--- src/design/claConfigPkg.sv ---
// Configuration as software programs it: sizes, match sets, EAP entries
// and the control word.
// The size constants are the defaults of the top-level parameters. The
// packed types below are built from them and do not follow overrides.
// The EAP action field is a raw 3-bit code. claPipePkg gives its meaning.

`default_nettype none

package claConfigPkg;

  // ******************************
  // Sizes
  // ******************************
  localparam int SignalWidth   = 16;
  localparam int NumMatchSets  = 4;
  localparam int XtriggerWidth = 2;
  localparam int NumNodes      = 4;
  localparam int EapsPerNode   = 2;
  localparam int NumEvents     = NumMatchSets + XtriggerWidth;

  // ******************************
  // Programmable entries
  // ******************************

  // Bits under mask are compared against match
  typedef struct packed {
    logic [SignalWidth-1:0] mask;
    logic [SignalWidth-1:0] match;
  } matchSetT;

  // One event/action point
  typedef struct packed {
    logic       enable;
    logic [2:0] eventSel;
    logic [2:0] op;
    logic [1:0] nextNode;
  } eapConfigT;

  typedef struct packed {
    logic enableEap;
    logic haltEnable;
  } claCtrlT;

endpackage

`default_nettype wire

--- src/design/claPipePkg.sv ---
// Action opcodes and the items that travel between the analyzer stages.
// Field widths come from claConfigPkg and are fixed at the default sizes
// of four nodes, two EAPs per node and a 16-bit debug word.

`default_nettype none

package claPipePkg;

  import claConfigPkg::*;

  // Encoding of the op field in eapConfigT
  typedef enum logic [2:0] {
    actionNone,
    actionHaltClock,
    actionDebugInterrupt,
    actionTraceStart,
    actionTraceStop,
    actionXtrigger
  } actionOpT;

  // ******************************
  // Stage items
  // ******************************

  // Decode to execute, match sets in the low bits
  typedef struct packed {
    logic [NumEvents-1:0]   events;
    logic [SignalWidth-1:0] word;
  } decodedT;

  // Execute to result, one item per EAP hit
  typedef struct packed {
    logic                   valid;
    actionOpT               op;
    logic [1:0]             node;
    logic                   eap;
    logic [SignalWidth-1:0] word;
  } stepT;

endpackage

`default_nettype wire

--- src/design/claEventDecode.sv ---
// First analyzer stage. Samples the debug word and the cross-trigger lines
// on every edge and presents the registered event bus one edge later.
// NumMatchSets + XtriggerWidth must equal NumEvents of the decodedT type.
// The registered word has no reset; only the events are cleared.

`timescale 1ns/10ps
`default_nettype none

module claEventDecode
  import claConfigPkg::*;
  import claPipePkg::decodedT;
#(
  parameter int SignalWidth   = claConfigPkg::SignalWidth,
  parameter int NumMatchSets  = claConfigPkg::NumMatchSets,
  parameter int XtriggerWidth = claConfigPkg::XtriggerWidth
) (
  input  wire logic                             gated_clock,
  input  wire logic                             reset_n,
  input  wire logic [SignalWidth-1:0]           debugSignals,
  input  wire logic [XtriggerWidth-1:0]         xtriggerIn,
  input  wire matchSetT [NumMatchSets-1:0]      matchSets,
  output decodedT                               decoded
);

  logic [NumMatchSets-1:0] matchHit;
  logic [SignalWidth-1:0]  maskedDiff;

  // ******************************
  // Mask/match compare
  // ******************************

  // Compared against the incoming word so the result lines up with
  // the word that gets registered beside it
  always_comb begin
    matchHit   = '0;
    maskedDiff = '0;
    for (int m = 0; m < NumMatchSets; m++) begin
      maskedDiff  = (debugSignals ^ matchSets[m].match) & matchSets[m].mask;
      matchHit[m] = (maskedDiff == '0);
    end
  end

  // ******************************
  // Event register
  // ******************************

  always_ff @(posedge gated_clock) begin
    decoded.word <= debugSignals;
    if (!reset_n) begin
      decoded.events <= '0;
    end else begin
      // Cross-triggers sit above the match sets
      decoded.events <= {xtriggerIn, matchHit};
    end
  end

endmodule

`default_nettype wire

--- src/design/claNodeExecute.sv ---
// Second analyzer stage. Holds the current node and checks only the EAPs
// of that node against the decoded events. The lowest-index firing EAP
// wins and moves the chain to its next node.
// Status is sticky per node and EAP; a clear loses to a set in the same
// cycle. The step payload is not reset and is only meaningful with valid.

`timescale 1ns/10ps
`default_nettype none

module claNodeExecute
  import claConfigPkg::*;
  import claPipePkg::*;
#(
  parameter int NumNodes    = claConfigPkg::NumNodes,
  parameter int EapsPerNode = claConfigPkg::EapsPerNode,
  parameter int NumEvents   = claConfigPkg::NumEvents
) (
  input  wire logic                                    gated_clock,
  input  wire logic                                    reset_n,
  input  wire decodedT                                 decoded,
  input  wire eapConfigT [NumNodes-1:0][EapsPerNode-1:0] eapConfig,
  input  wire logic                                    enableEap,
  input  wire logic [NumNodes*EapsPerNode-1:0]         statusClear,
  output stepT                                         step,
  output logic [NumNodes*EapsPerNode-1:0]              eapStatus
);

  localparam int NodeBits = $clog2(NumNodes);
  localparam int EapBits  = (EapsPerNode > 1) ? $clog2(EapsPerNode) : 1;

  logic [NodeBits-1:0]               curNode;
  eapConfigT [EapsPerNode-1:0]       nodeEaps;
  logic [EapsPerNode-1:0]            eapFires;
  logic                              hit;
  logic [EapBits-1:0]                hitEap;
  eapConfigT                         hitCfg;
  logic [NumNodes*EapsPerNode-1:0]   setMask;

  // Only the current node's EAPs take part
  assign nodeEaps = eapConfig[curNode];

  always_comb begin
    eapFires = '0;
    for (int e = 0; e < EapsPerNode; e++) begin
      // Selects past the event bus never fire
      if (nodeEaps[e].enable && (nodeEaps[e].eventSel < NumEvents)) begin
        eapFires[e] = decoded.events[nodeEaps[e].eventSel];
      end
    end
  end

  // ******************************
  // Priority select
  // ******************************

  // Walk down so the lowest index is the one left standing
  always_comb begin
    hit    = 1'b0;
    hitEap = '0;
    hitCfg = '0;
    for (int e = EapsPerNode - 1; e >= 0; e--) begin
      if (enableEap && eapFires[e]) begin
        hit    = 1'b1;
        hitEap = EapBits'(e);
        hitCfg = nodeEaps[e];
      end
    end
  end

  always_comb begin
    setMask = '0;
    if (hit) begin
      setMask[curNode * EapsPerNode + hitEap] = 1'b1;
    end
  end

  // ******************************
  // Node, step and status
  // ******************************

  always_ff @(posedge gated_clock) begin
    step.op   <= actionOpT'(hitCfg.op);
    step.node <= curNode;
    step.eap  <= hitEap;
    step.word <= decoded.word;
    if (!reset_n) begin
      curNode    <= '0;
      step.valid <= 1'b0;
      eapStatus  <= '0;
    end else begin
      step.valid <= hit;
      if (hit) begin
        curNode <= NodeBits'(hitCfg.nextNode);
      end
      eapStatus <= (eapStatus & ~statusClear) | setMask;
    end
  end

endmodule

`default_nettype wire

--- src/design/claActionResult.sv ---
// Last analyzer stage. Turns each valid step into sticky levels and
// one-cycle pulses, and captures the snapshot of the causing word.
// The halt is sticky until reset. The interrupt drops on any status clear
// unless a new interrupt op arrives in the same cycle.
// xtriggerOut is indexed by EAP, so EapsPerNode must not exceed XtriggerWidth.

`timescale 1ns/10ps
`default_nettype none

module claActionResult
  import claConfigPkg::*;
  import claPipePkg::*;
#(
  parameter int XtriggerWidth = claConfigPkg::XtriggerWidth,
  parameter int SignalWidth   = claConfigPkg::SignalWidth
) (
  input  wire logic                             gated_clock,
  input  wire logic                             reset_n,
  input  wire stepT                             step,
  input  wire logic                             haltEnable,
  input  wire logic [NumNodes*EapsPerNode-1:0]  statusClear,
  output logic                                  haltClock,
  output logic                                  debugInterrupt,
  output logic                                  traceActive,
  output logic [XtriggerWidth-1:0]              xtriggerOut,
  output logic                                  snapshotValid,
  output logic [SignalWidth-1:0]                snapshotData,
  output logic [1:0]                            snapshotNode,
  output logic                                  snapshotEap
);

  logic opHalt;
  logic opInterrupt;
  logic opTraceStart;
  logic opTraceStop;
  logic opXtrigger;
  logic anyClear;

  // ******************************
  // Opcode decode
  // ******************************
  assign opHalt       = step.valid && (step.op == actionHaltClock);
  assign opInterrupt  = step.valid && (step.op == actionDebugInterrupt);
  assign opTraceStart = step.valid && (step.op == actionTraceStart);
  assign opTraceStop  = step.valid && (step.op == actionTraceStop);
  assign opXtrigger   = step.valid && (step.op == actionXtrigger);
  assign anyClear     = |statusClear;

  // Sticky levels
  always_ff @(posedge gated_clock) begin
    if (!reset_n) begin
      haltClock      <= 1'b0;
      debugInterrupt <= 1'b0;
      traceActive    <= 1'b0;
    end else begin
      if (opHalt && haltEnable) begin
        haltClock <= 1'b1;
      end
      if (opInterrupt) begin
        debugInterrupt <= 1'b1;
      end else if (anyClear) begin
        debugInterrupt <= 1'b0;
      end
      if (opTraceStart) begin
        traceActive <= 1'b1;
      end else if (opTraceStop) begin
        traceActive <= 1'b0;
      end
    end
  end

  // ******************************
  // Pulses and snapshot
  // ******************************
  always_ff @(posedge gated_clock) begin
    if (!reset_n) begin
      xtriggerOut   <= '0;
      snapshotValid <= 1'b0;
      snapshotData  <= '0;
      snapshotNode  <= '0;
      snapshotEap   <= 1'b0;
    end else begin
      xtriggerOut <= '0;
      if (opXtrigger) begin
        xtriggerOut[step.eap] <= 1'b1;
      end
      snapshotValid <= step.valid;
      // Data holds the last hit between pulses
      if (step.valid) begin
        snapshotData <= step.word;
        snapshotNode <= step.node;
        snapshotEap  <= step.eap;
      end
    end
  end

endmodule

`default_nettype wire

--- src/design/coreLogicAnalyzer.sv ---
// Core logic analyzer: event decode, node chain execute and action result
// as three registered stages. Actions and snapshots follow the inputs
// after three edges, eapStatus after two.
// Requires EapsPerNode of at most XtriggerWidth.
// Has no clock-gating cell. It runs directly on the already gated clock.

`timescale 1ns/10ps
`default_nettype none

module coreLogicAnalyzer
  import claConfigPkg::*;
  import claPipePkg::*;
#(
  parameter int SignalWidth   = claConfigPkg::SignalWidth,
  parameter int NumMatchSets  = claConfigPkg::NumMatchSets,
  parameter int XtriggerWidth = claConfigPkg::XtriggerWidth,
  parameter int NumNodes      = claConfigPkg::NumNodes,
  parameter int EapsPerNode   = claConfigPkg::EapsPerNode,
  parameter int NumEvents     = claConfigPkg::NumEvents
) (
  input  wire logic                                      gated_clock,
  input  wire logic                                      reset_n,
  input  wire logic [SignalWidth-1:0]                    debugSignals,
  input  wire logic [XtriggerWidth-1:0]                  xtriggerIn,
  input  wire matchSetT [NumMatchSets-1:0]               matchSets,
  input  wire eapConfigT [NumNodes-1:0][EapsPerNode-1:0] eapConfig,
  input  wire claCtrlT                                   ctrl,
  input  wire logic [NumNodes*EapsPerNode-1:0]           statusClear,
  output logic [NumNodes*EapsPerNode-1:0]                eapStatus,
  output logic                                           haltClock,
  output logic                                           debugInterrupt,
  output logic                                           traceActive,
  output logic [XtriggerWidth-1:0]                       xtriggerOut,
  output logic                                           snapshotValid,
  output logic [SignalWidth-1:0]                         snapshotData,
  output logic [1:0]                                     snapshotNode,
  output logic                                           snapshotEap
);

  decodedT decoded;
  stepT    step;

  claEventDecode #(
    .SignalWidth   (SignalWidth),
    .NumMatchSets  (NumMatchSets),
    .XtriggerWidth (XtriggerWidth)
  ) u_decode (
    .gated_clock  (gated_clock),
    .reset_n      (reset_n),
    .debugSignals (debugSignals),
    .xtriggerIn   (xtriggerIn),
    .matchSets    (matchSets),
    .decoded      (decoded)
  );

  claNodeExecute #(
    .NumNodes    (NumNodes),
    .EapsPerNode (EapsPerNode),
    .NumEvents   (NumEvents)
  ) u_execute (
    .gated_clock (gated_clock),
    .reset_n     (reset_n),
    .decoded     (decoded),
    .eapConfig   (eapConfig),
    .enableEap   (ctrl.enableEap),
    .statusClear (statusClear),
    .step        (step),
    .eapStatus   (eapStatus)
  );

  claActionResult #(
    .XtriggerWidth (XtriggerWidth),
    .SignalWidth   (SignalWidth)
  ) u_result (
    .gated_clock    (gated_clock),
    .reset_n        (reset_n),
    .step           (step),
    .haltEnable     (ctrl.haltEnable),
    .statusClear    (statusClear),
    .haltClock      (haltClock),
    .debugInterrupt (debugInterrupt),
    .traceActive    (traceActive),
    .xtriggerOut    (xtriggerOut),
    .snapshotValid  (snapshotValid),
    .snapshotData   (snapshotData),
    .snapshotNode   (snapshotNode),
    .snapshotEap    (snapshotEap)
  );

endmodule

`default_nettype wire

--- config.mk ---
export PLATFORM = sky130hd
export DESIGN_NAME = coreLogicAnalyzer
export DESIGN_NICKNAME = d
export VERILOG_FILES = /design/src/design/claConfigPkg.sv /design/src/design/claPipePkg.sv /design/src/design/claEventDecode.sv /design/src/design/claNodeExecute.sv /design/src/design/claActionResult.sv /design/src/design/coreLogicAnalyzer.sv
export SDC_FILE = /design/constraint.sdc
export NUM_CORES = 1
export LEC_CHECK = 0
export BUFFER_PORTS_ARGS = -buffer_cell sky130_fd_sc_hd__buf_2
export CORE_AREA = 2 2 102 104
export CTS_BUF_LIST = sky130_fd_sc_hd__clkbuf_4
export DETAILED_ROUTE_END_ITERATION = 7
export DIE_AREA = 0 0 104 106
export PLACE_DENSITY_LB_ADDON = 0.2
export SETUP_SLACK_MARGIN = 0.05
export SLEW_MARGIN = 30
export SYNTH_ARGS = -nofsm -noshare
export SYNTH_HDL_FRONTEND = slang
export SYNTH_HIERARCHICAL = 1
export SYNTH_SLANG_ARGS = --single-unit
--- constraint.sdc ---
create_clock -name gated_clock -period 3.93 [get_ports gated_clock]
set_clock_uncertainty 0.05 [all_clocks]
set_input_delay 0 -clock gated_clock [delete_from_list [all_inputs] [get_ports gated_clock]]
set_output_delay 0 -clock gated_clock [all_outputs]
set_load 0.01 [all_outputs]
==> impl_metrics.env <==
export IMPL_cpPeakStageDelay_ns=0.62
export IMPL_finalSetupViolations=0
export IMPL_syn_inst=329
export IMPL_layout_commonest_cell="buf_2"
export IMPL_syn_area_um2=3850
export IMPL_ctsResizeCount=0
export IMPL_post_route_min_period_ns=3.09
export IMPL_synth_edf_count=0
export IMPL_vdd_drop_max_uv=180
export IMPL_slew_viol_final=0
export IMPL_grt_remaining_overflow=0
export IMPL_ys_seq_area_frac=0.416
export IMPL_clk_latency_ns=0.41
export IMPL_hold_depth=4
export IMPL_first_pass_iters=5
export IMPL_leakagePower_nw=2.76
export IMPL_drive_gt1_frac=0.469
export IMPL_io_pins=263
export IMPL_required_ns=4.18
export IMPL_wl_per_cell_um=15.6
export IMPL_coreArea_um2=10000
export IMPL_busiest_layer="met2"
export IMPL_synthFlopType="dfxtp_1"
export IMPL_stdcell_count=780
export IMPL_antenna_found_initial=0
export IMPL_met1_usage=0.246
export IMPL_critical_path_arrival_ns=3.34
export IMPL_cts_tree="built"
export IMPL_powerDensity_nw_per_um2=297
export IMPL_grt_pass1_wl_mm=19.3
export IMPL_layout_common_cells="buf_2 (262), dfxtp_1 (80), xor2_1 (64)"
export IMPL_ys_seq_elements=80
export IMPL_gp_congestion=0.925
export IMPL_cts_made_buffers=9
export IMPL_antenna_cells=0
export IMPL_initial_core_util=0.385
export IMPL_drcViolationCount=0
export IMPL_io_buffer_count=262
export IMPL_finalCritPeriodShare=0.786
export IMPL_area_growth_synth_to_final_pct=53.7
export IMPL_die_area_um2=11000
export IMPL_clockBufferDepth=2
export IMPL_via_count=3701
export IMPL_worstPathCellList="mux4_2 > mux2i_1 > nor3b_1 > o311ai_4 > inv_2 > a22o_1 > dlygate4sd3_1"
export IMPL_cts_clk_slew_worst_paths_ns=0.13
export IMPL_fin_nets=870
export IMPL_syn_nets=559
export IMPL_rsz0062_at_grt="false"
export IMPL_track_usage=0.222
export IMPL_gr_usage_met3=0.0448
export IMPL_grt_pass1_vias=4029
export IMPL_post_cts_buffers=0
export IMPL_critPathLaunchType="flop"
export IMPL_cp_max_fo=10
export IMPL_post_place_cells=718
export IMPL_htree_levels=3
export IMPL_die_h_um=106
export IMPL_ys_types=42
export IMPL_grt_max_degree=45
export IMPL_tightest_slew_ns=0.737
export IMPL_hpwlAfterDp_mm=9.64
export IMPL_hold_viol_final=0
export IMPL_clockRootBuffer="clkbuf_4"
export IMPL_fp_dieW_um=104
export IMPL_antenna_left=0
export IMPL_ff2ff_path_depth=7
export IMPL_end_kind="flop"
export IMPL_final_setup_tns_ns=0
export IMPL_drtIter0Drc=107
export IMPL_crit_slowest_cell="mux4_2"
export IMPL_grt_util_met2=0.406
export IMPL_min_path_type="primary input to flop"
export IMPL_rows=37
export IMPL_cts_hold_buf=47
export IMPL_vias_per_cell=4.74
export IMPL_syn_avg_cell_area_um2=11.7
export IMPL_relSlewSlack=0.509
export IMPL_max_freq_mhz=324
export IMPL_clock_sinks=80
export IMPL_async_flop_share=0
export IMPL_routed_wl_mm=12.2
export IMPL_yosysWarnings=6
export IMPL_outcome="complete, no violations"
export IMPL_drv_cap=0
export IMPL_crit_type="flop to flop"
==> cells in the mapped netlist (2+ instances only) <==
cell type,instances,area [µm²]
a2111oi_2,3,45.0
a21oi_1,2,10.0
a221oi_1,2,17.5
a22o_1,8,70.1
a22oi_1,20,150
and2_1,6,37.5
buf_1,2,7.51
buf_6,3,33.8
clkbuf_1,5,18.8
dfxtp_1,80,1600
inv_1,4,15.0
inv_2,2,7.51
mux2i_1,27,270
mux4_1,5,131
mux4_2,13,293
nand2_1,8,30.0
nand3_1,2,10.0
nand3b_1,6,45.0
nand4_1,7,43.8
nor2_1,3,11.3
nor2b_1,22,138
nor3_1,4,20.0
nor3b_1,6,45.0
o21a_1,3,22.5
o21ai_0,5,25.0
o21ai_1,2,10.0
xor2_1,64,561
==> flip-flops by register name (all words and copies together) (netlist names) <==
| signal | cells |
|---|---|
| u_execute/step | 23 |
| u_decode/decoded | 22 |
| u_result/snapshotData | 16 |
| u_execute/eapStatus | 8 |
| u_execute/curNode | 2 |
| u_result/snapshotNode | 2 |
| u_result/xtriggerOut | 2 |
| u_result/debugInterrupt | 1 |
| u_result/haltClock | 1 |
| u_result/snapshotEap | 1 |
| u_result/snapshotValid | 1 |
| u_result/traceActive | 1 |
==> kinds of logic after synthesis <==
| family | synth area share |
|---|---|
| simple gates | 0.111 |
| xor+xnor | 0.146 |
| flops | 0.416 |
| compound gates | 0.119 |
| buf+inv | 0.0280 |
| mux | 0.180 |
==> layout make-up <==
type	instances	area (µm²)
timing repair buffer	312	1800
clock inverter	6	109
multi-input combinational	231	2140
inverter	6	22.5
fill	897	4090
clock buffer	9	67.6
tap	136	170
sequential	80	1600
==> per-stage QoR <==
step	hold slack [ns]	power [mW]	utilization	area, µm²	setup slack [ns]
after global placement	0.147	1.15	0.527	5270	1.48
after global routing	0.0152	1.84	0.591	5910	0.651
after floorplan	-0.0223	0.985	-	3850	1.75
final	0.0625	1.76	0.591	5910	0.840
after detailed placement	0.147	1.15	0.527	5270	1.43
after CTS	0.0140	1.77	0.591	5910	0.840
==> critical path, delay by kind of cell (launching register included) <==
| kind | cells | cell delay, ns |
|---|---|---|
| buffers and inverters | 2 | 0.68 |
| DFF | 1 | 0.57 |
| and+or+nand+nor | 1 | 0.09 |
| muxes | 2 | 0.79 |
| AOI/OAI and AO/OA | 2 | 0.80 |
==> report_power, final <==
| group | switching (mW) | internal [mW] |
|---|---|---|
| clock | 0.270 | 0.318 |
| combinational | 0.135 | 0.191 |
| sequential | 0.00898 | 0.834 |
==> final timing paths <==
path                        startpoint                   end  slack, ns
setup / recovery  u_execute/curNode[0]    u_execute/step[19]       0.84
setup reg to reg  u_execute/curNode[0]    u_execute/step[19]       0.84
hold / removal           eapConfig[36]  u_execute/curNode[0]       0.06
hold reg to reg    u_decode/decoded[7]     u_execute/step[7]       0.29
==> routing by layer <==
metal	share of wire	wire, µm
met1	0.39	4760
met5	0	0
met3	0.056	678
met2	0.53	6420
met4	0.029	352
(Power assumes the default switching activity.)
